[config.mk]
export PLATFORM = sky130hd
export DESIGN_NAME = reg_file
export DESIGN_NICKNAME = d
export VERILOG_FILES = /design/src/rv_core_pkg.sv /design/src/reg_file.sv
export SDC_FILE = /design/constraint.sdc
export NUM_CORES = 2
export LEC_CHECK = 0
export ABC_CLOCK_PERIOD_IN_PS = 4050
export BUFFER_PORTS_ARGS = -buffer_cell sky130_fd_sc_hd__buf_2
export CAP_MARGIN = 10
export CORE_MARGIN = 8
export CORE_UTILIZATION = 45
export CTS_CLUSTER_SIZE = 10
export DETAILED_ROUTE_END_ITERATION = 8
export SLEW_MARGIN = 20
export SYNTH_ARGS = -nofsm -noshare
export SYNTH_HDL_FRONTEND = slang
export SYNTH_SLANG_ARGS = --single-unit
export TNS_END_PERCENT = 20
[constraint.sdc]
create_clock -name clk -period 4.05 [get_ports clk]
set_input_delay 0.6075 -clock clk [delete_from_list [all_inputs] [get_ports clk]]
set_output_delay 0.6075 -clock clk [all_outputs]
set_load 0.03 [all_outputs]
[src/rv_core_pkg.sv]
/*
 * rv_core shared definitions: data width, RISC-V instruction formats,
 * decode, writeback and retire records, machine CSR addresses
 */
`default_nettype none

package rv_core_pkg;

  localparam int XLEN = 64;

  // machine CSRs held by csr_file
  localparam logic [11:0] CSR_MSTATUS  = 12'h300;
  localparam logic [11:0] CSR_MTVEC    = 12'h305;
  localparam logic [11:0] CSR_MSCRATCH = 12'h340;
  localparam logic [11:0] CSR_MEPC     = 12'h341;

  typedef struct packed {
    logic [6:0] func7;
    logic [4:0] rs2;
    logic [4:0] rs1;
    logic [2:0] func3;
    logic [4:0] rd;
    logic [6:0] opcode;
  } r_fmt_t;

  typedef struct packed {
    logic [11:0] imm;
    logic [4:0]  rs1;
    logic [2:0]  func3;
    logic [4:0]  rd;
    logic [6:0]  opcode;
  } i_fmt_t;

  typedef struct packed {
    logic [6:0] imm_hi;
    logic [4:0] rs2;
    logic [4:0] rs1;
    logic [2:0] func3;
    logic [4:0] imm_lo;
    logic [6:0] opcode;
  } s_fmt_t;

  typedef struct packed {
    logic       imm_12;
    logic [5:0] imm_10_5;
    logic [4:0] rs2;
    logic [4:0] rs1;
    logic [2:0] func3;
    logic [3:0] imm_4_1;
    logic       imm_11;
    logic [6:0] opcode;
  } b_fmt_t;

  typedef struct packed {
    logic [19:0] imm;
    logic [4:0]  rd;
    logic [6:0]  opcode;
  } u_fmt_t;

  typedef struct packed {
    logic       imm_20;
    logic [9:0] imm_10_1;
    logic       imm_11;
    logic [7:0] imm_19_12;
    logic [4:0] rd;
    logic [6:0] opcode;
  } j_fmt_t;

  // one instruction word, seen through each format
  typedef union packed {
    r_fmt_t r_fmt;
    i_fmt_t i_fmt;
    s_fmt_t s_fmt;
    b_fmt_t b_fmt;
    u_fmt_t u_fmt;
    j_fmt_t j_fmt;
  } inst_u;

  typedef struct packed {
    logic [XLEN-1:0] pc;
    logic [31:0]     inst;
  } in_item_t;

  // one-hot ALU operation
  typedef struct packed {
    logic add;
    logic sub;
    logic slt;
    logic sltu;
    logic bxor;
    logic bor;
    logic band;
    logic sll;
    logic srl;
    logic sra;
    logic andn;
    logic wri;
  } alu_info_t;

  typedef struct packed {
    logic beq;
    logic bne;
    logic blt;
    logic bge;
    logic bltu;
    logic bgeu;
    logic jalr;
    logic jal;
  } bj_info_t;

  typedef struct packed {
    logic exe_to_reg;
    logic mem_addr;
    logic pc_to_reg;
    logic csr_to_reg;
  } wb_sel_t;

  typedef struct packed {
    logic            valid;
    logic [XLEN-1:0] pc;
    logic [XLEN-1:0] op1;
    logic [XLEN-1:0] op2;
    logic [XLEN-1:0] jmp_imm;
    logic            is_word;
    alu_info_t       alu_info;
    bj_info_t        bj_info;
    wb_sel_t         wb_sel;
    logic            rd_w_ena;
    logic [4:0]      rd_w_addr;
    logic            csr_wr_ena;
    logic [11:0]     csr_addr;
    logic [XLEN-1:0] csr_old;
    logic            illegal;
  } dec_t;

  typedef struct packed {
    logic            ena;
    logic [4:0]      addr;
    logic [XLEN-1:0] data;
  } reg_wr_t;

  typedef struct packed {
    logic            ena;
    logic [11:0]     addr;
    logic [XLEN-1:0] data;
  } csr_wr_t;

  // target is zero unless the transfer was taken
  typedef struct packed {
    logic [XLEN-1:0] pc;
    logic            rd_w_ena;
    logic [4:0]      rd;
    logic [XLEN-1:0] result;
    logic            taken;
    logic [XLEN-1:0] target;
    logic            illegal;
  } retire_t;

endpackage

`default_nettype wire

[src/reg_file.sv]
/*
 * integer register file, x0 hardwired to zero,
 * two read ports that see a same-cycle write
 */
`default_nettype none

module reg_file
  import rv_core_pkg::*;
(
  input  logic            clk,
  input  logic            reset,
  input  logic [4:0]      rs1_addr,
  input  logic [4:0]      rs2_addr,
  output logic [XLEN-1:0] r_data1,
  output logic [XLEN-1:0] r_data2,
  input  reg_wr_t         wr
);

  logic [XLEN-1:0] regs [32];

  function automatic logic [XLEN-1:0] read_port(input logic [4:0]      addr,
                                                input logic [XLEN-1:0] stored,
                                                input reg_wr_t         w);
    if (addr == 5'd0) begin
      return '0;
    end
    if (w.ena && (w.addr == addr)) begin
      return w.data;
    end
    return stored;
  endfunction

  always_ff @(posedge clk) begin
    if (reset) begin
      for (int i = 0; i < 32; i++) begin
        regs[i] <= '0;
      end
    end else if (wr.ena && (wr.addr != 5'd0)) begin
      regs[wr.addr] <= wr.data;
    end
  end

  assign r_data1 = read_port(rs1_addr, regs[rs1_addr], wr);
  assign r_data2 = read_port(rs2_addr, regs[rs2_addr], wr);

endmodule

`default_nettype wire

==> results.toml <==
[drt]
drtAntennaViolNets = 0
wl_per_cell_um = 42.1
num_vias = 72400
drc_errors = 2
dr.pass1.iters = 8
vias_per_cell = 7.01
drt_wl_total_mm = 435
drt_iter0_drc = 13600

[place]
dp_hpwl_mm = 236
place.gp.congestion = 0.851
portBuffers = 209
numPlacedInstances = 9981

[finish]
area_growth_syn_to_layout_pct = 13.0
top_register = "regs"
top_regs = "regs x2048"
final_common_cell = "edfxtp_1"
largest_reg_flops = 2048
most-common-layout-cells = "edfxtp_1, and2_1, mux4_2"
final_nets = 7128
drive_gt1_share_pct = 27.5
final_cell_count_no_fill = 10300
final_core_util_pct = 51.2

[sta]
timing.final.ws_setup_ns = -0.114
hold_violations = 0
fmax_ghz = 0.240
grt_setup_unrepaired = "no"
layout_min_cycle_time_ns = 4.16
maxSlewViolCount = 0
setup_viol = 2
tightest_slew_ns = 1.03
slew_headroom_pct = 31.1
post-route-period-util_pct = 103

[clock_tree]
cts_hold_buf = 0
cts_buffer_depth = 3
postCtsSetupBuffers = 0
cts_tree = "done"
ctsResizeCount = 3
clock_sinks = 2048
clk_pin_slew_worst_paths_ns = 0.06
numCtsBuffers = 230
htreeDepth = 4
cts-root-buf = "clkbuf_16"

[floorplanning]
std_cell_rows = 179
io_pins = 210
core_area_mm2 = 0.238
die_area_mm2 = 0.256
die-width_um = 506
die_y_um = 506
start_util_pct = 45.3

[synthesis]
synth_compound_area_share_pct = 3.91
async_flop_share_pct = 0
synth-edff-count = 2048
synth_area_mm2 = 0.108
yosysSeqAreaShare_pct = 57.0
synth_xor_area_share_pct = 0.0812
yosysWarnings = 0
synth_fa_ha_area_share_pct = 0
synthSimpleGateAreaFrac_pct = 13.0
synth_top_family_by_area = "multiplexers"
synthFlopType = "edfxtp_1"
postSynthCellCount = 6944
ys_ff_latch = 2048
syn_area_per_cell_um2 = 15.5
synth_cell_types = 56
muxShareOfSynthArea_pct = 23.0

[global_route]
grt_max_degree = 90
grt_pass1_wl_mm = 588
antenna_found_initial = 67
grt_use_total_pct = 33.1
grt_overflow = 0
grt_pass1_vias = 71400

[run_status]
status = "finished, violations left"
violations = "design-rule violations, negative setup slack"

[critical_path]
critPathKind = "in -> out"
critical_path_arrival_ns = 3.56
start_kind = "primary input"
cp_max_fo = 22
endpoint_kind = "output port"
worstPathRequired_ns = 3.44

[pwr]
power_uw = 51200
p_per_area_mw_per_mm2 = 420
p_leak_uw = 0.0419
peakVddDrop_uv = 499

[flow_run]
drv_cap = 0

[min_path]
min_path_type = "in -> reg"
==> path summary, 6_finish.rpt <==
path   startpoint     endpoint  slack (ns)  cells past startpoint
max   rs2_addr[3]  r_data2[18]       -0.11                      9
min         wr[6]  regs[29][6]        0.08                      2
==> Yosys cell counts (6+ instances only) <==
master	instances	share of area, %
mux2_2	9	0.094
mux2i_1	182	1.7
o2111ai_1	9	0.073
o21ai_0	7	0.032
buf_4	26	0.18
o221ai_1	13	0.11
buf_2	133	0.62
nand2b_1	15	0.087
o22ai_1	213	1.2
o211a_1	7	0.065
edfxtp_1	2048	57
and2_1	1987	12
buf_1	62	0.22
xnor2_1	6	0.049
clkbuf_1	557	1.9
nand3_1	49	0.23
nand3b_1	6	0.042
nor3_1	31	0.14
a22oi_1	107	0.74
mux4_2	1013	21
nor4_1	36	0.21
a211oi_1	55	0.38
or2_2	31	0.18
a22o_1	116	0.94
nor2_1	46	0.16
nand2_1	86	0.30
a21oi_1	40	0.19
==> per-stage QoR <==
step | cell area, um2 | TNS [ns] | hold slack [ns] | setup WS (ns)
CTS | 122000 | 0 | 0.0232 | 0.0505
finish | 122000 | -0.204 | 0.0818 | -0.114
floorplan | 108000 | 0 | 0.806 | 0.866
detailed placement | 115000 | -0.406 | 0.989 | -0.117
global placement | 115000 | -0.243 | 0.971 | -0.0850
global route | 122000 | 0 | 0.0795 | 0.00146
==> metal layers <==
layer / track usage (%) / vias to the layer above / wire, um
li1: - / 27200 / -
met3: 8.13 / 1428 / 57200
met4: 17.7 / 14 / 28300
met1: 43.2 / 37500 / 152000
met5: 0 / - / 92
met2: 51.4 / 6317 / 197000
==> layout make-up <==
cell class                      instances  area [um2]
Antenna cell                           54         135
Sequential cell                      2048       61500
Timing Repair Buffer                  593        6180
Inverter                                3        16.3
Clock buffer                          262        5880
Fill cell                           19400      116000
Tap cell                             3167        3960
Clock inverter                         34         455
Multi-Input combinational cell       4170       43900
==> worst max-delay path: stages <==
cell and delay (ns):
buf_2 0.44, buf_12 0.30, nor2b_4 0.17, nand2_4 0.29, buf_12 0.25, o22ai_1 0.12
nor4_1 0.59, a22o_1 0.35, buf_2 0.26
==> where the power goes <==
part / switching, uW / leakage [uW] / total [uW] / internal [uW]
sequential: 570 / 0.0195 / 25100 / 24500
combinational: 4370 / 0.0194 / 7230 / 2860
clock: 8600 / 0.00308 / 18900 / 10300
total: 13500 / 0.0419 / 51200 / 37700
==> kinds of logic (layout without fill, tap and decap cells) <==
logic type                after synthesis  after routing
and+or+nand+nor                      2304           2304
DFF                                  2048           2048
muxes                                1206           1206
buffers and inverters                 789            892
AOI/OAI and AO/OA                     586            586
xor gates and xnor gates               10             10
other                                   1            118
No activity file was read; power rests on OpenSTA's default activity.
