File: config.mk
export PLATFORM = sky130hd
export DESIGN_NAME = csr_file
export DESIGN_NICKNAME = d
export VERILOG_FILES = /design/src/rv_core_pkg.sv /design/src/csr_file.sv
export SDC_FILE = /design/constraint.sdc
export NUM_CORES = 1
export LEC_CHECK = 0
export ABC_AREA = 1
export BUFFER_PORTS_ARGS = -buffer_cell sky130_fd_sc_hd__buf_2
export CAP_MARGIN = 20
export CELL_PAD_IN_SITES_DETAIL_PLACEMENT = 0
export CELL_PAD_IN_SITES_GLOBAL_PLACEMENT = 1
export CORE_ASPECT_RATIO = 0.75
export CORE_MARGIN = 2
export CORE_UTILIZATION = 41
export CTS_CLUSTER_DIAMETER = 50
export DETAILED_ROUTE_END_ITERATION = 16
export GPL_TIMING_DRIVEN = 0
export PLACE_DENSITY = 0.83
export SETUP_SLACK_MARGIN = 0.3
export SLEW_MARGIN = 0
export SYNTH_ARGS = -nofsm -noshare
export SYNTH_HDL_FRONTEND = slang
export SYNTH_SLANG_ARGS = --single-unit
File: constraint.sdc
create_clock -name clk -period 5.55 [get_ports clk]
set_input_delay 1.11 -clock clk [delete_from_list [all_inputs] [get_ports clk]]
set_output_delay 1.11 -clock clk [all_outputs]
set_load 0.005 [all_outputs]
File: src/rv_core_pkg.sv
/*
 * rv_core shared definitions: data width, RISC-V instruction formats,
 * decode, writeback and retire records, machine CSR addresses
 */
`default_nettype none

package rv_core_pkg;

  localparam int XLEN = 64;

  // machine CSRs held by csr_file
  localparam logic [11:0] CSR_MSTATUS  = 12'h300;
  localparam logic [11:0] CSR_MTVEC    = 12'h305;
  localparam logic [11:0] CSR_MSCRATCH = 12'h340;
  localparam logic [11:0] CSR_MEPC     = 12'h341;

  typedef struct packed {
    logic [6:0] func7;
    logic [4:0] rs2;
    logic [4:0] rs1;
    logic [2:0] func3;
    logic [4:0] rd;
    logic [6:0] opcode;
  } r_fmt_t;

  typedef struct packed {
    logic [11:0] imm;
    logic [4:0]  rs1;
    logic [2:0]  func3;
    logic [4:0]  rd;
    logic [6:0]  opcode;
  } i_fmt_t;

  typedef struct packed {
    logic [6:0] imm_hi;
    logic [4:0] rs2;
    logic [4:0] rs1;
    logic [2:0] func3;
    logic [4:0] imm_lo;
    logic [6:0] opcode;
  } s_fmt_t;

  typedef struct packed {
    logic       imm_12;
    logic [5:0] imm_10_5;
    logic [4:0] rs2;
    logic [4:0] rs1;
    logic [2:0] func3;
    logic [3:0] imm_4_1;
    logic       imm_11;
    logic [6:0] opcode;
  } b_fmt_t;

  typedef struct packed {
    logic [19:0] imm;
    logic [4:0]  rd;
    logic [6:0]  opcode;
  } u_fmt_t;

  typedef struct packed {
    logic       imm_20;
    logic [9:0] imm_10_1;
    logic       imm_11;
    logic [7:0] imm_19_12;
    logic [4:0] rd;
    logic [6:0] opcode;
  } j_fmt_t;

  // one instruction word, seen through each format
  typedef union packed {
    r_fmt_t r_fmt;
    i_fmt_t i_fmt;
    s_fmt_t s_fmt;
    b_fmt_t b_fmt;
    u_fmt_t u_fmt;
    j_fmt_t j_fmt;
  } inst_u;

  typedef struct packed {
    logic [XLEN-1:0] pc;
    logic [31:0]     inst;
  } in_item_t;

  // one-hot ALU operation
  typedef struct packed {
    logic add;
    logic sub;
    logic slt;
    logic sltu;
    logic bxor;
    logic bor;
    logic band;
    logic sll;
    logic srl;
    logic sra;
    logic andn;
    logic wri;
  } alu_info_t;

  typedef struct packed {
    logic beq;
    logic bne;
    logic blt;
    logic bge;
    logic bltu;
    logic bgeu;
    logic jalr;
    logic jal;
  } bj_info_t;

  typedef struct packed {
    logic exe_to_reg;
    logic mem_addr;
    logic pc_to_reg;
    logic csr_to_reg;
  } wb_sel_t;

  typedef struct packed {
    logic            valid;
    logic [XLEN-1:0] pc;
    logic [XLEN-1:0] op1;
    logic [XLEN-1:0] op2;
    logic [XLEN-1:0] jmp_imm;
    logic            is_word;
    alu_info_t       alu_info;
    bj_info_t        bj_info;
    wb_sel_t         wb_sel;
    logic            rd_w_ena;
    logic [4:0]      rd_w_addr;
    logic            csr_wr_ena;
    logic [11:0]     csr_addr;
    logic [XLEN-1:0] csr_old;
    logic            illegal;
  } dec_t;

  typedef struct packed {
    logic            ena;
    logic [4:0]      addr;
    logic [XLEN-1:0] data;
  } reg_wr_t;

  typedef struct packed {
    logic            ena;
    logic [11:0]     addr;
    logic [XLEN-1:0] data;
  } csr_wr_t;

  // target is zero unless the transfer was taken
  typedef struct packed {
    logic [XLEN-1:0] pc;
    logic            rd_w_ena;
    logic [4:0]      rd;
    logic [XLEN-1:0] result;
    logic            taken;
    logic [XLEN-1:0] target;
    logic            illegal;
  } retire_t;

endpackage

`default_nettype wire

File: src/csr_file.sv
/*
 * machine CSRs mstatus, mtvec, mscratch and mepc,
 * one read port with write-through
 */
`default_nettype none

module csr_file
  import rv_core_pkg::*;
(
  input  logic            clk,
  input  logic            reset,
  input  logic [11:0]     csr_addr,
  output logic [XLEN-1:0] csr_data,
  input  csr_wr_t         wr
);

  logic [XLEN-1:0] csr_q [4];
  logic [2:0]      rd_slot;
  logic [2:0]      wr_slot;

  // {hit, index}, unknown addresses miss
  function automatic logic [2:0] slot_of(input logic [11:0] addr);
    case (addr)
      CSR_MSTATUS:  return 3'b100;
      CSR_MTVEC:    return 3'b101;
      CSR_MSCRATCH: return 3'b110;
      CSR_MEPC:     return 3'b111;
      default:      return 3'b000;
    endcase
  endfunction

  assign rd_slot = slot_of(csr_addr);
  assign wr_slot = slot_of(wr.addr);

  always_ff @(posedge clk) begin
    if (reset) begin
      for (int i = 0; i < 4; i++) begin
        csr_q[i] <= '0;
      end
    end else if (wr.ena && wr_slot[2]) begin
      csr_q[wr_slot[1:0]] <= wr.data;
    end
  end

  always_comb begin
    if (!rd_slot[2]) begin
      csr_data = '0;
    end else if (wr.ena && (wr.addr == csr_addr)) begin
      csr_data = wr.data;
    end else begin
      csr_data = csr_q[rd_slot[1:0]];
    end
  end

endmodule

`default_nettype wire

==> flow_summary.json <==
{
  "maxSlewViolCount": 0,
  "largest_reg_flops": 256,
  "post_cts_buffers": 0,
  "hold_viol_final": 0,
  "top_register": "csr_q",
  "period_minus_slack_ns": 4.279,
  "maxCapViolCount": 0,
  "tns_ns": 0,
  "drc": 0,
  "place_hpwl_um": 24690,
  "ys.flop_type": "edfxtp_1",
  "max_freq_mhz": 233.7,
  "port_buffers": 154,
  "seq_area_frac_synth_pct": 57.71,
  "fp.dieH_um": 160.1,
  "ctsHoldBuffers": 0,
  "yosys-top-cells-count": "nand3_1, nand2_1, edfxtp_1, nor2_1, inv_1",
  "finalSetupViolCount": 0,
  "die_area_sq_um": 33960,
  "p_per_area_nw_per_um2": 277.1,
  "yosys.cell_count.top_type": "nand3_1",
  "ff_latch_area_sq_um": 7687,
  "io_pins": 155,
  "syn-cell-area_sq_um": 13320,
  "tightest_slew_ns": 0.8783,
  "cts_root_buffer": "clkbuf_16",
  "start_util_pct": 41.41,
  "routedWlPerCell_um": 17.76,
  "worstHoldPathType": "input pin to register",
  "crit_arrival_ns": 3.17,
  "fillCellCount": 3039,
  "routed_wirelength_um": 37120,
  "ys_types": 25,
  "drt_iter0_drc": 843,
  "top_regs": "csr_q (256)",
  "grt_pass1_vias": 10350,
  "post-place-ws_ns": 1.328,
  "criticalPathCategory": "input pin to primary output",
  "grt_pass1_wl_um": 57290,
  "worstSetupEndpointType": "primary output",
  "fin_ws_ns": 1.271,
  "h-tree-depth": 1,
  "clock_path_buffers": 3,
  "synth_top_cell_by_area": "edfxtp_1",
  "post_cts_resized": 0,
  "vias_per_cell": 5.167,
  "ys.warnings.count": 0,
  "multiInputGateArea_sq_um": 4637,
  "drtPass1Iterations": 5,
  "synthToLayoutAreaGrowth_pct": 18.23,
  "syn-instance-count": 1436,
  "p_leak_nw": 6.475,
  "peakVddDrop_mv": 0.2049,
  "worstSetupStartpointType": "input pin",
  "grt_overflow": 0,
  "grt_util_all_layers_pct": 21.86,
  "synth_nets": 1527,
  "outcome": "completed",
  "place.gp.congestion": 0.8188,
  "cts_tree": "built",
  "clk_transition_reported_paths_ns": 0.06,
  "clkSinkCount": 256,
  "ys_top_cells_by_area": "edfxtp_1, nand3_1, nand2_1",
  "core_area_sq_um": 32160,
  "avgSynthCellArea_sq_um": 9.276,
  "grt_max_degree": 56,
  "synthArstFlopShare_pct": 0,
  "cts_made_buffers": 30,
  "core.rowCount": 57,
  "required_ns": 4.44,
  "synth_edf_count": 256,
  "vias": 10800,
  "slew_headroom_pct": 41.32,
  "die_x_um": 212.1,
  "antenna_found_initial": 1,
  "period_share_pct": 77.09,
  "layout-drive-gt1-share_pct": 22.10,
  "finalNetCount": 1718,
  "critPathMaxFanout": 10,
  "postRouteAntennaNets": 0,
  "rsz0062_at_grt": "false",
  "ys_ff_latch": 256,
  "yosysTopAreaCellShare_pct": 57.71
}
[critical path, cell delays in order]
cell and delay (ns):
buf_2 0.10, inv_1 0.06, nand2_1 0.06, nor2_2 0.18, inv_1 0.06, nor2_1 0.08, nand2_1 0.10, nand2_1 0.52
buf_2 0.36, nand2_1 0.08, a21oi_1 0.27, buf_2 0.18
[power by group]
part | total [mW] | switching [mW] | internal (mW)
combinational | 0.236 | 0.159 | 0.0766
clock | 1.88 | 0.776 | 1.11
sequential | 2.24 | 0.0254 | 2.22
[placed cells by master (no fill, tap or decap), drive strengths merged]
master | netlist | final
buf | 102 | 261
nor2 | 276 | 276
o22ai | 1 | 1
o21ai | 4 | 4
nand4 | 2 | 2
nor3 | 4 | 4
nand2 | 293 | 293
or2 | 1 | 1
clkinv | 0 | 8
o211ai | 1 | 1
clkinvlp | 0 | 3
nand3 | 329 | 329
edfxtp | 256 | 256
bufinv | 0 | 2
a21oi | 65 | 65
diode | 0 | 1
clkbuf | 7 | 44
inv | 91 | 93
xor2 | 1 | 1
xnor2 | 3 | 3
[logic make-up (layout without fill, tap and decap cells)]
kind of cell           after synthesis  after routing  synth area share (%)
AO/OA/AOI/OAI                       71             71                 2.696
other                                0              1                     0
AND/OR/NAND/NOR                    905            905                 31.60
buffers and inverters              200            411                 7.731
XOR/XNOR                             4              4                0.2631
flip-flops                         256            256                 57.71
[area by class of cell]
class                           instances  share of cell area [%]
Clock buffer                           37                   5.069
Multi-Input combinational cell        980                   29.44
Antenna cell                            1                 0.01589
Timing Repair Buffer                  159                   5.720
Buffer                                109                   4.370
Inverter                               91                   2.169
Sequential cell                       256                   48.81
Tap cell                              442                   3.512
Clock inverter                         15                  0.8898
[routing by layer]
| layer | track usage [%] | wire, um | up-vias | part of all wire (%) |
|---|---|---|---|---|
| li1 | - | - | 5213 | - |
| met1 | 30.76 | 16190 | 5155 | 44 |
| met2 | 36.01 | 17390 | 375 | 47 |
| met3 | 2.911 | 2728 | 55 | 7.3 |
| met4 | 4.994 | 809 | 0 | 2.2 |
| met5 | 0 | 0 | - | 0 |
[worst paths after layout]
| check | cells after the start | slack [ns] | from | endpoint |
|---|---|---|---|---|
| min | 3 | 0.92 | wr[2] | csr_q[0][2]$_SDFFCE_PN0P_ |
| max | 12 | 1.27 | csr_addr[11] | csr_data[51] |
[metrics by stage]
step / std cells / hold WS (ns) / area (sq um) / power, mW / util, %
after global routing: 2090 / 0.9239 / 15750 / 4.491 / 48.96
after global placement: 2032 / 1.466 / 14650 / 2.508 / 45.54
after floorplan: 1436 / 1.365 / 13320 / 2.415 / -
final: 2090 / 0.9198 / 15750 / 4.363 / 48.96
after CTS: 2089 / 0.9037 / 15750 / 4.379 / 48.96
after detailed placement: 2037 / 1.476 / 14810 / 2.520 / 46.04
No activity file was read; power rests on OpenSTA's default activity.
