`src/rv_core_pkg.sv`:
```
/*
 * rv_core shared definitions: data width, RISC-V instruction formats,
 * decode, writeback and retire records, machine CSR addresses
 */
`default_nettype none

package rv_core_pkg;

  localparam int XLEN = 64;

  // machine CSRs held by csr_file
  localparam logic [11:0] CSR_MSTATUS  = 12'h300;
  localparam logic [11:0] CSR_MTVEC    = 12'h305;
  localparam logic [11:0] CSR_MSCRATCH = 12'h340;
  localparam logic [11:0] CSR_MEPC     = 12'h341;

  typedef struct packed {
    logic [6:0] func7;
    logic [4:0] rs2;
    logic [4:0] rs1;
    logic [2:0] func3;
    logic [4:0] rd;
    logic [6:0] opcode;
  } r_fmt_t;

  typedef struct packed {
    logic [11:0] imm;
    logic [4:0]  rs1;
    logic [2:0]  func3;
    logic [4:0]  rd;
    logic [6:0]  opcode;
  } i_fmt_t;

  typedef struct packed {
    logic [6:0] imm_hi;
    logic [4:0] rs2;
    logic [4:0] rs1;
    logic [2:0] func3;
    logic [4:0] imm_lo;
    logic [6:0] opcode;
  } s_fmt_t;

  typedef struct packed {
    logic       imm_12;
    logic [5:0] imm_10_5;
    logic [4:0] rs2;
    logic [4:0] rs1;
    logic [2:0] func3;
    logic [3:0] imm_4_1;
    logic       imm_11;
    logic [6:0] opcode;
  } b_fmt_t;

  typedef struct packed {
    logic [19:0] imm;
    logic [4:0]  rd;
    logic [6:0]  opcode;
  } u_fmt_t;

  typedef struct packed {
    logic       imm_20;
    logic [9:0] imm_10_1;
    logic       imm_11;
    logic [7:0] imm_19_12;
    logic [4:0] rd;
    logic [6:0] opcode;
  } j_fmt_t;

  // one instruction word, seen through each format
  typedef union packed {
    r_fmt_t r_fmt;
    i_fmt_t i_fmt;
    s_fmt_t s_fmt;
    b_fmt_t b_fmt;
    u_fmt_t u_fmt;
    j_fmt_t j_fmt;
  } inst_u;

  typedef struct packed {
    logic [XLEN-1:0] pc;
    logic [31:0]     inst;
  } in_item_t;

  // one-hot ALU operation
  typedef struct packed {
    logic add;
    logic sub;
    logic slt;
    logic sltu;
    logic bxor;
    logic bor;
    logic band;
    logic sll;
    logic srl;
    logic sra;
    logic andn;
    logic wri;
  } alu_info_t;

  typedef struct packed {
    logic beq;
    logic bne;
    logic blt;
    logic bge;
    logic bltu;
    logic bgeu;
    logic jalr;
    logic jal;
  } bj_info_t;

  typedef struct packed {
    logic exe_to_reg;
    logic mem_addr;
    logic pc_to_reg;
    logic csr_to_reg;
  } wb_sel_t;

  typedef struct packed {
    logic            valid;
    logic [XLEN-1:0] pc;
    logic [XLEN-1:0] op1;
    logic [XLEN-1:0] op2;
    logic [XLEN-1:0] jmp_imm;
    logic            is_word;
    alu_info_t       alu_info;
    bj_info_t        bj_info;
    wb_sel_t         wb_sel;
    logic            rd_w_ena;
    logic [4:0]      rd_w_addr;
    logic            csr_wr_ena;
    logic [11:0]     csr_addr;
    logic [XLEN-1:0] csr_old;
    logic            illegal;
  } dec_t;

  typedef struct packed {
    logic            ena;
    logic [4:0]      addr;
    logic [XLEN-1:0] data;
  } reg_wr_t;

  typedef struct packed {
    logic            ena;
    logic [11:0]     addr;
    logic [XLEN-1:0] data;
  } csr_wr_t;

  // target is zero unless the transfer was taken
  typedef struct packed {
    logic [XLEN-1:0] pc;
    logic            rd_w_ena;
    logic [4:0]      rd;
    logic [XLEN-1:0] result;
    logic            taken;
    logic [XLEN-1:0] target;
    logic            illegal;
  } retire_t;

endpackage

`default_nettype wire

```
`src/inst_queue.sv`:
```
/*
 * instruction queue: credit-fed input FIFO plus the output credit
 * counter that decides when the head item issues
 */
`default_nettype none

module inst_queue
  import rv_core_pkg::*;
#(
  parameter int QUEUE_DEPTH = 4,
  parameter int OUT_CREDITS = 2
) (
  input  logic     clk,
  input  logic     reset,
  input  logic     in_valid,
  input  in_item_t in_item,
  output logic     in_credit,
  input  logic     out_credit,
  output logic     issue_valid,
  output in_item_t issue_item
);

  localparam int PTR_W  = (QUEUE_DEPTH > 1) ? $clog2(QUEUE_DEPTH) : 1;
  localparam int CNT_W  = $clog2(QUEUE_DEPTH + 1);
  localparam int CRED_W = $clog2(OUT_CREDITS + 1);

  in_item_t          mem [QUEUE_DEPTH];
  logic [PTR_W-1:0]  wr_ptr;
  logic [PTR_W-1:0]  rd_ptr;
  logic [CNT_W-1:0]  count;
  logic [CRED_W-1:0] credits;

  function automatic logic [PTR_W-1:0] ptr_next(input logic [PTR_W-1:0] ptr);
    return (ptr == PTR_W'(QUEUE_DEPTH - 1)) ? '0 : ptr + 1'b1;
  endfunction

  // head leaves whenever there is room downstream
  assign issue_valid = (count != '0) && (credits != '0);
  assign issue_item  = mem[rd_ptr];
  assign in_credit   = issue_valid;

  always_ff @(posedge clk) begin
    if (in_valid) begin
      mem[wr_ptr] <= in_item;
    end
  end

  always_ff @(posedge clk) begin
    if (reset) begin
      wr_ptr  <= '0;
      rd_ptr  <= '0;
      count   <= '0;
      credits <= CRED_W'(OUT_CREDITS);
    end else begin
      if (in_valid) begin
        wr_ptr <= ptr_next(wr_ptr);
      end
      if (issue_valid) begin
        rd_ptr <= ptr_next(rd_ptr);
      end
      count   <= count + CNT_W'(in_valid) - CNT_W'(issue_valid);
      credits <= credits + CRED_W'(out_credit) - CRED_W'(issue_valid);
    end
  end

endmodule

`default_nettype wire

```
`config.mk`:
```
export PLATFORM = sky130hd
export DESIGN_NAME = inst_queue
export DESIGN_NICKNAME = d
export VERILOG_FILES = /design/src/rv_core_pkg.sv /design/src/inst_queue.sv
export SDC_FILE = /design/constraint.sdc
export NUM_CORES = 1
export LEC_CHECK = 0
export ABC_AREA = 1
export ABC_CLOCK_PERIOD_IN_PS = 9800
export BUFFER_PORTS_ARGS = -buffer_cell sky130_fd_sc_hd__buf_4
export CORE_ASPECT_RATIO = 0.8
export CORE_UTILIZATION = 55
export DETAILED_ROUTE_END_ITERATION = 12
export PLACE_DENSITY = 0.85
export SYNTH_ARGS = -nofsm -noshare
export SYNTH_HDL_FRONTEND = slang
export SYNTH_SLANG_ARGS = --single-unit
```
`constraint.sdc`:
```
create_clock -name clk -period 9.8 [get_ports clk]
set_clock_uncertainty 0.1 [all_clocks]
set_input_delay 2.45 -clock clk [delete_from_list [all_inputs] [get_ports clk]]
set_output_delay 2.45 -clock clk [all_outputs]
set_load 0.01 [all_outputs]
```
==> summary.txt, run 1 <==
Status
  • Status: finished, final reports clean

Layout
  • Multi-input gate area: approximately 2600 µm²
  • Number of nets in the layout: 1291
  • Post-route non-filler standard cell count: 1565
  • Final-layout fill cell count: ~1800
  • Fraction of layout cells with a size suffix above 1: 0.217
  • Antenna Cells: 0
  • Final core occ: 0.665
  • Layout area overhead: 18.3%
  • Register area: 11800 µm²

GRT
  • Largest net degree at the start of global routing: 111
  • GRT overflow: 0
  • Gr usage total: 0.222
  • Antenna violations before repair: 2
  • Vias in the first global route: 8832
  • First-pass GRT wire length: ~47000 µm

Critical path
  • Critical Path Fanout Max: ~100
  • Worst path cell trace: buf_4 > buf_4 > o21ai_0 > o22ai_1 > buf_4
  • Worst R2R Start: wr_ptr[0]$_SDFFE_PP0P_
  • Worst path most repeated cell: buf_4
  • Crit end category: output port
  • Slowest cell on crit path: buf_4
  • CP max stage delay: 0.82 ns
  • Arr. time, crit path: 3.22 ns
  • Critical Path Start Type: flip-flop
  • Worst Path Buf+Inv: 3
  • Worst path top cell family by delay: buffers and inverters
  • Critical Path RT: about 7.3 ns
  • Crit Path Class: flip-flop to output port

Die
  • Die area: 27600 µm²
  • Number of core rows: 53
  • Initial Utilization: 0.562
  • Io pins: 198
  • Die Span Y: about 150 µm
  • Core ar.: 26400 µm²
  • Die Width: 186 µm

Synth
  • Most used DFF post-synth: edfxtp_1
  • Post-synth EDFFs: 384
  • Largest cells by area after synthesis: edfxtp_1 78%, nor2_1 5.2%, o22ai_1 4.0%
  • Synth Cell Area: ~15000 µm²
  • Netlist cell types: 22
  • Post-Synthesis Cells: 999
  • Yosys top cell by area: edfxtp_1
  • Post-synthesis sequential area ratio: 0.792
  • Yosys top cell area share: 0.778
  • Cell with the most instances after synthesis: edfxtp_1
  • Number of synthesis warnings: 0
  • #FFs+latches synth: 395
  • Ys async rst share: 0
  • Mapped Nets: about 1100
  • Most frequent cells after synthesis: 384 x edfxtp_1, 205 x nor2_1, 106 x o21ai_0
  • Mean post-synth cell area: 14.8 µm²

Clocking
  • Root buf cell: clkbuf_16
  • Max clock buf depth: 3
  • CTS sink count: 395
  • Worst-path clk slew: 0.06 ns
  • Post-cts sizing count: 0
  • H-tree Lvls: 2
  • Hold buffers post-CTS: 0
  • Postcts setup bufs: 0
  • Clock Latency Late Sink: between 0.5 and 0.6 ns
  • CTS tree: done
  • Num CTS Buffers: 38

Drt
  • M1 WL: 12800 µm
  • Highest Signal Layer: met5
  • Met2 wire length: 14200 µm
  • Routed length on met3: 2940 µm
  • Total number of vias: 8856
  • DRT Pass-1 Iters: 5
  • DRC: 0
  • Antenna Nets Post-Route: 0
  • 1st-iter DRT viols: roughly 830
  • WL per Instance: 19.5 µm
  • Total Wirelength: slightly above 30000 µm
  • DR vias/cell: approximately 5.7

Min path
  • HP Class: flip-flop to flip-flop
  • Beginning of the worst hold path: count[2]$_SDFF_PP0_

Timing
  • Slew @ Worst Pin: 1.26 ns
  • Final slew viol count: 0
  • Fmax: 173 MHz
  • Fin crit share: 0.589
  • Total negative setup slack: 0 ns
  • Crit path time final: 5.77 ns
  • Setup violations, final: 0
  • RSZ-0062 raised after global routing: no
  • Worst hold slack: 0.379 ns
  • Final hold vios: 0
  • Rel. slew slack: 0.160

Placed design
  • GP Congestion: 0.731
  • Post-DP HPWL: 16900 µm
  • Dpl cells: 1500
  • PortBufs: 197

Power
  • Pwr per Cell Area: between 200 and 300 nW/µm²
  • Worst vdd ir: ~0.20 mV
  • Tot Pwr: 4.66 mW
  • Leak: 6.14 nW

Run
  • MaxCap Viol Count: 0
## worst register-to-register path, stage by stage, from the launching register on
cell and delay [ns]:
dfxtp_1 0.40, ha_1 0.19, nand2_1 0.09, inv_4 0.54, buf_4 0.72
## placed cells by master, fill, tap and decap left out, types with 7 or more instances in the layout
master / netlist / final
ha_1: 7 / 7
edfxtp_1: 384 / 384
buf_4: 10 / 207
o21ai_1: 91 / 91
nor2_1: 205 / 205
clkbuf_1: 14 / 10
clkinv_1: 0 / 9
nand2_1: 8 / 8
inv_1: 15 / 11
clkbuf_16: 0 / 41
o21ai_0: 106 / 106
o22ai_1: 96 / 96
dfxtp_1: 11 / 9
## registers in the layout, summed over array words and instances (netlist names), named ones only
| signal | count |
|---|---|
| credits | 2 |
| mem | 384 |
| rd_ptr | 2 |
| count | 3 |
| wr_ptr | 2 |
## kinds of logic after synthesis
logic type | share of synthesized area
flops | 0.792
buf+inv | 0.0355
xor+xnor | 0.00118
fa+ha+maj | 0.00726
simple gates | 0.0557
compound gates | 0.108
## power by group
group	internal, mW	switching [mW]	total (mW)
logic	0.520	0.799	1.32
clock network	0.787	0.580	1.37
registers	1.94	0.0342	1.98
## final timing paths
path / slack, ns / end / cells past startpoint
worst max-delay path: 4.03 / issue_item[76] / 5
worst min-delay path: 0.38 / count[2]$_SDFF_PP0_ / 2
worst max register to register: 7.35 / mem[3][64]$_DFFE_PP_ / 4
worst min register to register: 0.38 / count[2]$_SDFF_PP0_ / 2
## per-layer routing
metal	vias up	GRT usage
li1	4123	-
met1	4348	0.304
met3	55	0.0608
met2	326	0.350
met5	-	0
met4	4	0.0713
## per-stage QoR
stage	instance area [µm²]	setup WS (ns)
after detailed placement	16400	4.58
after CTS	17500	4.04
after global routing	17500	3.80
final	17500	4.03
after floorplan	14800	4.91
after global placement	16400	4.68
## cell type report
class | count | area share
timing repair buffer | 207 | 0.0886
inverter | 17 | 0.00449
multi-input combinational | 524 | 0.145
clock inverter | 14 | 0.00542
sequential | 395 | 0.670
tap | 357 | 0.0255
clock buffer | 51 | 0.0606
(Power assumes the default switching activity.)
==> inputs of run 2 (changes only) <==
ABC_CLOCK_PERIOD_IN_PS = 4700   (was 9800)
CORE_UTILIZATION = 52   (was 55)
PLACE_DENSITY = 0.84   (was 0.85)
clock period = 4.7 ns   (was 9.8 ns; I/O delays follow)
==> run 2 against run 1 <==
Effect of this change:
- hold slack worse by 0.0066 ns
- sequential power is 110% higher
- global-route usage is 1.1 points lower
- non-clock buffer count is 4 higher
- sequential cell count stayed put
- largest power group unchanged
- via count is 1.4% higher
- count of clock-buffer cells in the layout is 3 lower
- design area is 0.62% higher
- sequential share of layout area is 0.41 points lower
- first-iteration DRC count is 2.8% lower
==> summary.txt, run 2 (same netlist as run 1, synthesis figures left out) <==
Layout
  • Max reg flops: around 380
  • Final core occ: 0.639
  • Layout area overhead: 19.1%
  • Final instance area: about 18000 µm²
  • Leading registers by flop count: mem x384, count x3
  • Antenna Cells: 0
  • Fraction of layout cells with a size suffix above 1: 0.225
  • Number of nets in the layout: between 1000 and 1500
  • Biggest register: mem
  • Commonest non-fill, non-tap cells in the layout: 384 x edfxtp_1, 206 x buf_4, 205 x nor2_1, 106 x o21ai_0, 96 x o22ai_1
  • Most common cell after layout, fill and taps aside: edfxtp_1
  • Post-route non-filler standard cell count: between 1500 and 2000

Power
  • Clk pwr share: 0.290
  • Pint: 6.78 mW
  • Switching part of the total: 0.307
  • Pwr per Cell Area: between 500 and 600 nW/µm²
  • Leak: approximately 6.2 nW
  • Worst vdd ir: approximately 0.41 mV
  • Tot Pwr: 9.77 mW
  • Sequential share of power: 0.425
  • Sw Pwr: 3.00 mW
  • Gate power share: 0.285

Timing
  • Total negative setup slack: 0 ns
  • Rel. slew slack: 0.309
  • Crit path time final: slightly below 4 ns
  • Slew @ Worst Pin: between 1 and 1.5 ns
  • Fin crit share: 0.830
  • Final hold vios: 0
  • Final slew viol count: 0
  • Worst hold slack: approximately 0.37 ns
  • Worst Setup Slack, final: 0.798 ns
  • Setup violations, final: 0
  • Fmax: 256 MHz
  • RSZ-0062 raised after global routing: no

Critical path
  • Arr. time, crit path: approximately 2.6 ns
  • Worst path top cell family by delay: buffers and inverters
  • Worst path cell trace: buf_4 > o21ai_0 > o22ai_1 > buf_4
  • Crit end category: output port
  • Critical Path Start Type: flip-flop
  • Worst Path Buf+Inv: 2
  • CP max stage delay: 0.76 ns
  • Worst path most repeated cell: buf_4
  • Slowest cell on crit path: buf_4
  • Critical Path RT: 3.42 ns
  • Critical Path Fanout Max: 102
  • Crit Path Class: flip-flop to output port

Die
  • Die area: ~29000 µm²
  • Core ar.: 27600 µm²
  • Initial Utilization: 0.537
  • Io pins: just under 200
  • Die Span Y: between 150 and 200 µm
  • Number of core rows: between 50 and 60
  • Die Width: 191 µm

GRT
  • Gr usage total: 0.212
  • GRT overflow: 0
  • Largest net degree at the start of global routing: 103
  • Antenna violations before repair: 1
  • First-pass GRT wire length: 48000 µm
  • Vias in the first global route: 8859

Clocking
  • Worst-path clk slew: 0.07 ns
  • CTS sink count: 395
  • Post-cts sizing count: 0
  • H-tree Lvls: 2
  • Max clock buf depth: 3
  • Root buf cell: clkbuf_16
  • Postcts setup bufs: 0
  • Num CTS Buffers: 37
  • Clock Latency Late Sink: 0.51 ns
  • CTS tree: done
  • Hold buffers post-CTS: 0

Placed design
  • Worst slack, placed: 1.44 ns
  • Dpl cells: ~1500
  • PortBufs: approximately 200
  • Post-DP HPWL: about 18000 µm
  • GP Congestion: 0.789
  • DP Area: 16500 µm²

Drt
  • Antenna Nets Post-Route: 0
  • DRT Pass-1 Iters: 5
  • 1st-iter DRT viols: 811
  • DRC: 0
  • Total Wirelength: around 31000 µm
  • Total number of vias: 8980
  • DR vias/cell: about 5.7
  • WL per Instance: between 15 and 20 µm

Status
  • Status: finished, final reports clean

Min path
  • HP Class: flip-flop to flip-flop

Run
  • MaxCap Viol Count: 0
==> run 2: cell count changes in the layout (fill, tap and decap cells not counted), sizes merged <==
cell	change
buf	+4
clkbuf	-3
clkinv	+3
clkinvlp	+2
inv	+1
==> run 2: power by group through the flow <==
stage	clock network (mW)	registers, mW	logic (mW)
after floorplan	0	4.18	1.71
after global placement	0	4.22	2.68
after detailed placement	0	4.23	2.76
after CTS	2.88	4.16	2.78
after global routing	3.00	4.17	3.02
final	2.83	4.15	2.78
==> run 2: per-layer routing <==
metal / share of wire / up-vias / wire length, µm / track usage
li1: - / 4140 / - / -
met1: 0.41 / 4393 / 12800 / 0.283
met2: 0.48 / 401 / 15100 / 0.342
met3: 0.10 / 44 / 3240 / 0.0634
met4: 0.013 / 2 / 410 / 0.0484
met5: 0.00041 / - / 13 / 0
==> run 2: worst paths after layout <==
check	start	to	slack (ns)	depth (start not counted)
setup / recovery	flip-flop	issue_item[68]	0.80	4
setup reg to reg	wr_ptr[0]$_SDFFE_PP0P_	mem[3][59]$_DFFE_PP_	2.56	4
hold reg to reg	count[2]$_SDFF_PP0_	count[2]$_SDFF_PP0_	0.37	2
hold / removal	count[2]$_SDFF_PP0_	count[2]$_SDFF_PP0_	0.37	2
==> run 2: cell type report <==
class / count / area (µm²)
Tap cell: 364 / 455
Timing Repair Buffer: 211 / 1650
Inverter: 17 / 78.8
Clock inverter: 20 / 126
Multi-Input combinational cell: 524 / 2550
Fill cell: 1876 / 9980
Clock buffer: 48 / 1040
Sequential cell: 395 / 11800
==> run 2: worst register-to-register path: stages (launching register included) <==
cell,delay [ns]
dfxtp_1,0.40
ha_1,0.20
nand2_1,0.09
inv_4,0.60
buf_12,0.36
==> inputs of run 3 (changes only) <==
ABC_CLOCK_PERIOD_IN_PS = 3200   (was 4700)
clock period = 3.2 ns   (was 4.7 ns; I/O delays follow)
==> run 3 against run 2 <==
Effect of this change:
- non-clock buffer count grew 2
- clock power grew 58%
- final cell count grew 0.13%
- largest power group unchanged
==> summary.txt, run 3 (same netlist as run 1, synthesis figures left out) <==
Timing
  • Rel. slew slack: 0.588
  • Worst Setup Slack, final: between 0.1 and 0.15 ns
  • Setup violations, final: 0
  • Final hold vios: 0
  • Fin crit share: 0.957
  • Worst hold slack: 0.372 ns
  • Crit path time final: 3.06 ns
  • Slew @ Worst Pin: between 0.6 and 0.7 ns
  • Final slew viol count: 0
  • Total negative setup slack: 0 ns
  • RSZ-0062 raised after global routing: no
  • Fmax: between 300 and 400 MHz

Clocking
  • Worst-path clk slew: around 0.060 ns
  • Num CTS Buffers: 38
  • Post-cts sizing count: 0
  • H-tree Lvls: 2
  • Max clock buf depth: 3
  • Hold buffers post-CTS: 0
  • CTS sink count: 395
  • CTS tree: done
  • Clock Latency Late Sink: 0.51 ns
  • Postcts setup bufs: 0
  • Root buf cell: clkbuf_16

Power
  • Pwr per Cell Area: 824 nW/µm²
  • Worst vdd ir: 0.475 mV
  • Sw Pwr: about 4.4 mW
  • Sequential share of power: 0.415
  • Clk pwr share: 0.303
  • Switching part of the total: 0.300
  • Pint: 10.3 mW
  • Gate power share: 0.281
  • Leak: 6.24 nW
  • Tot Pwr: 14.7 mW

Placed design
  • Post-DP HPWL: 17300 µm
  • Worst slack, placed: 0.664 ns
  • GP Congestion: 0.727
  • PortBufs: around 200

Critical path
  • FF-to-FF path depth: 9
  • R2r setup slk: 1.10 ns
  • Arr. time, crit path: about 2.2 ns
  • Critical Path Fanout Max: 58
  • Crit Path Class: flip-flop to output port
  • Critical Path RT: 2.30 ns
  • Critical Path Start Type: flip-flop
  • Crit end category: output port

Die
  • Die Width: between 150 and 200 µm
  • Die Span Y: 153 µm
  • Io pins: a little under 200
  • Core ar.: between 20000 and 30000 µm²
  • Initial Utilization: 0.537
  • Number of core rows: 54
  • Die area: roughly 29000 µm²

GRT
  • Vias in the first global route: 8758
  • Largest net degree at the start of global routing: 105
  • Antenna violations before repair: 2
  • First-pass GRT wire length: 46800 µm
  • Gr usage total: 0.207
  • GRT overflow: 0

Drt
  • DRC: 0
  • Antenna Nets Post-Route: 0
  • DR vias/cell: between 5 and 6
  • Total number of vias: 8819
  • DRT Pass-1 Iters: 6
  • Total Wirelength: 30700 µm
  • WL per Instance: 19.4 µm
  • 1st-iter DRT viols: around 720

Layout
  • Final core occ: 0.646
  • Fraction of layout cells with a size suffix above 1: 0.225
  • Number of nets in the layout: 1297
  • Register area: 11800 µm²
  • Final-layout fill cell count: around 1900
  • Multi-input gate area: around 2600 µm²
  • Layout area overhead: 20.4%
  • Antenna Cells: 0
  • Max reg flops: approximately 380
  • Commonest non-fill, non-tap cells in the layout: 384 x edfxtp_1, 205 x nor2_1, 200 x buf_4, 106 x o21ai_0, 96 x o22ai_1
  • Biggest register: mem
  • Leading registers by flop count: mem x384, count x3
  • Most common cell after layout, fill and taps aside: edfxtp_1

Run
  • MaxCap Viol Count: 0

Min path
  • HP Class: flip-flop to flip-flop
  • Hold Path Depth: 2

Status
  • Status: finished, final reports clean
## run 3: changes by cell type in the layout (fill, tap and decap cells not counted), sizes merged
cell,before,now
buf,211,213
bufinv,1,5
clkbuf,48,47
clkinv,16,13
clkinvlp,2,4
inv,18,16
## run 3: final timing paths
check                   endpoint                  start
min reg2reg  count[2]$_SDFF_PP0_    count[2]$_SDFF_PP0_
max reg2reg  count[2]$_SDFF_PP0_  credits[1]$_SDFF_PP1_
max               issue_item[59]              flip-flop
min          count[2]$_SDFF_PP0_    count[2]$_SDFF_PP0_
## run 3: routing by layer
layer | wire (µm) | global-route usage | up-vias | share of wire
li1 | - | - | 4144 | -
met5 | 29 | 0 | - | 0.00094
met3 | 3230 | 0.0687 | 55 | 0.11
met1 | 12400 | 0.271 | 4245 | 0.40
met4 | 527 | 0.0564 | 4 | 0.017
met2 | 14600 | 0.333 | 371 | 0.47
## run 3: area by class of cell
type / count / area share
clock inverter: 21 / 0.0130
tap: 364 / 0.0255
sequential: 395 / 0.659
multi-input combinational: 524 / 0.143
timing repair buffer: 213 / 0.0987
clock buffer: 47 / 0.0564
inverter: 17 / 0.00470
## run 3: worst max-delay path: stages (launching register included)
cell and delay, ns:
dfxtp_4 0.43, inv_6 0.35, buf_12 0.31, nor2_1 0.08
o22ai_1 0.24, buf_4 0.17
## run 3: per-stage QoR
step	instance area, µm²	std cells
after floorplan	14800	999
after global placement	16600	1513
after detailed placement	16600	1513
after CTS	17800	1581
after global routing	17800	1581
final	17800	1581
## run 3: power by group through the flow
stage,Clock [mW],Combinational [mW],Sequential (mW)
floorplan,0,2.51,6.13
global placement,0,4.02,6.21
detailed placement,0,4.12,6.22
CTS,4.53,4.15,6.11
global route,4.71,4.51,6.14
finish,4.46,4.14,6.11
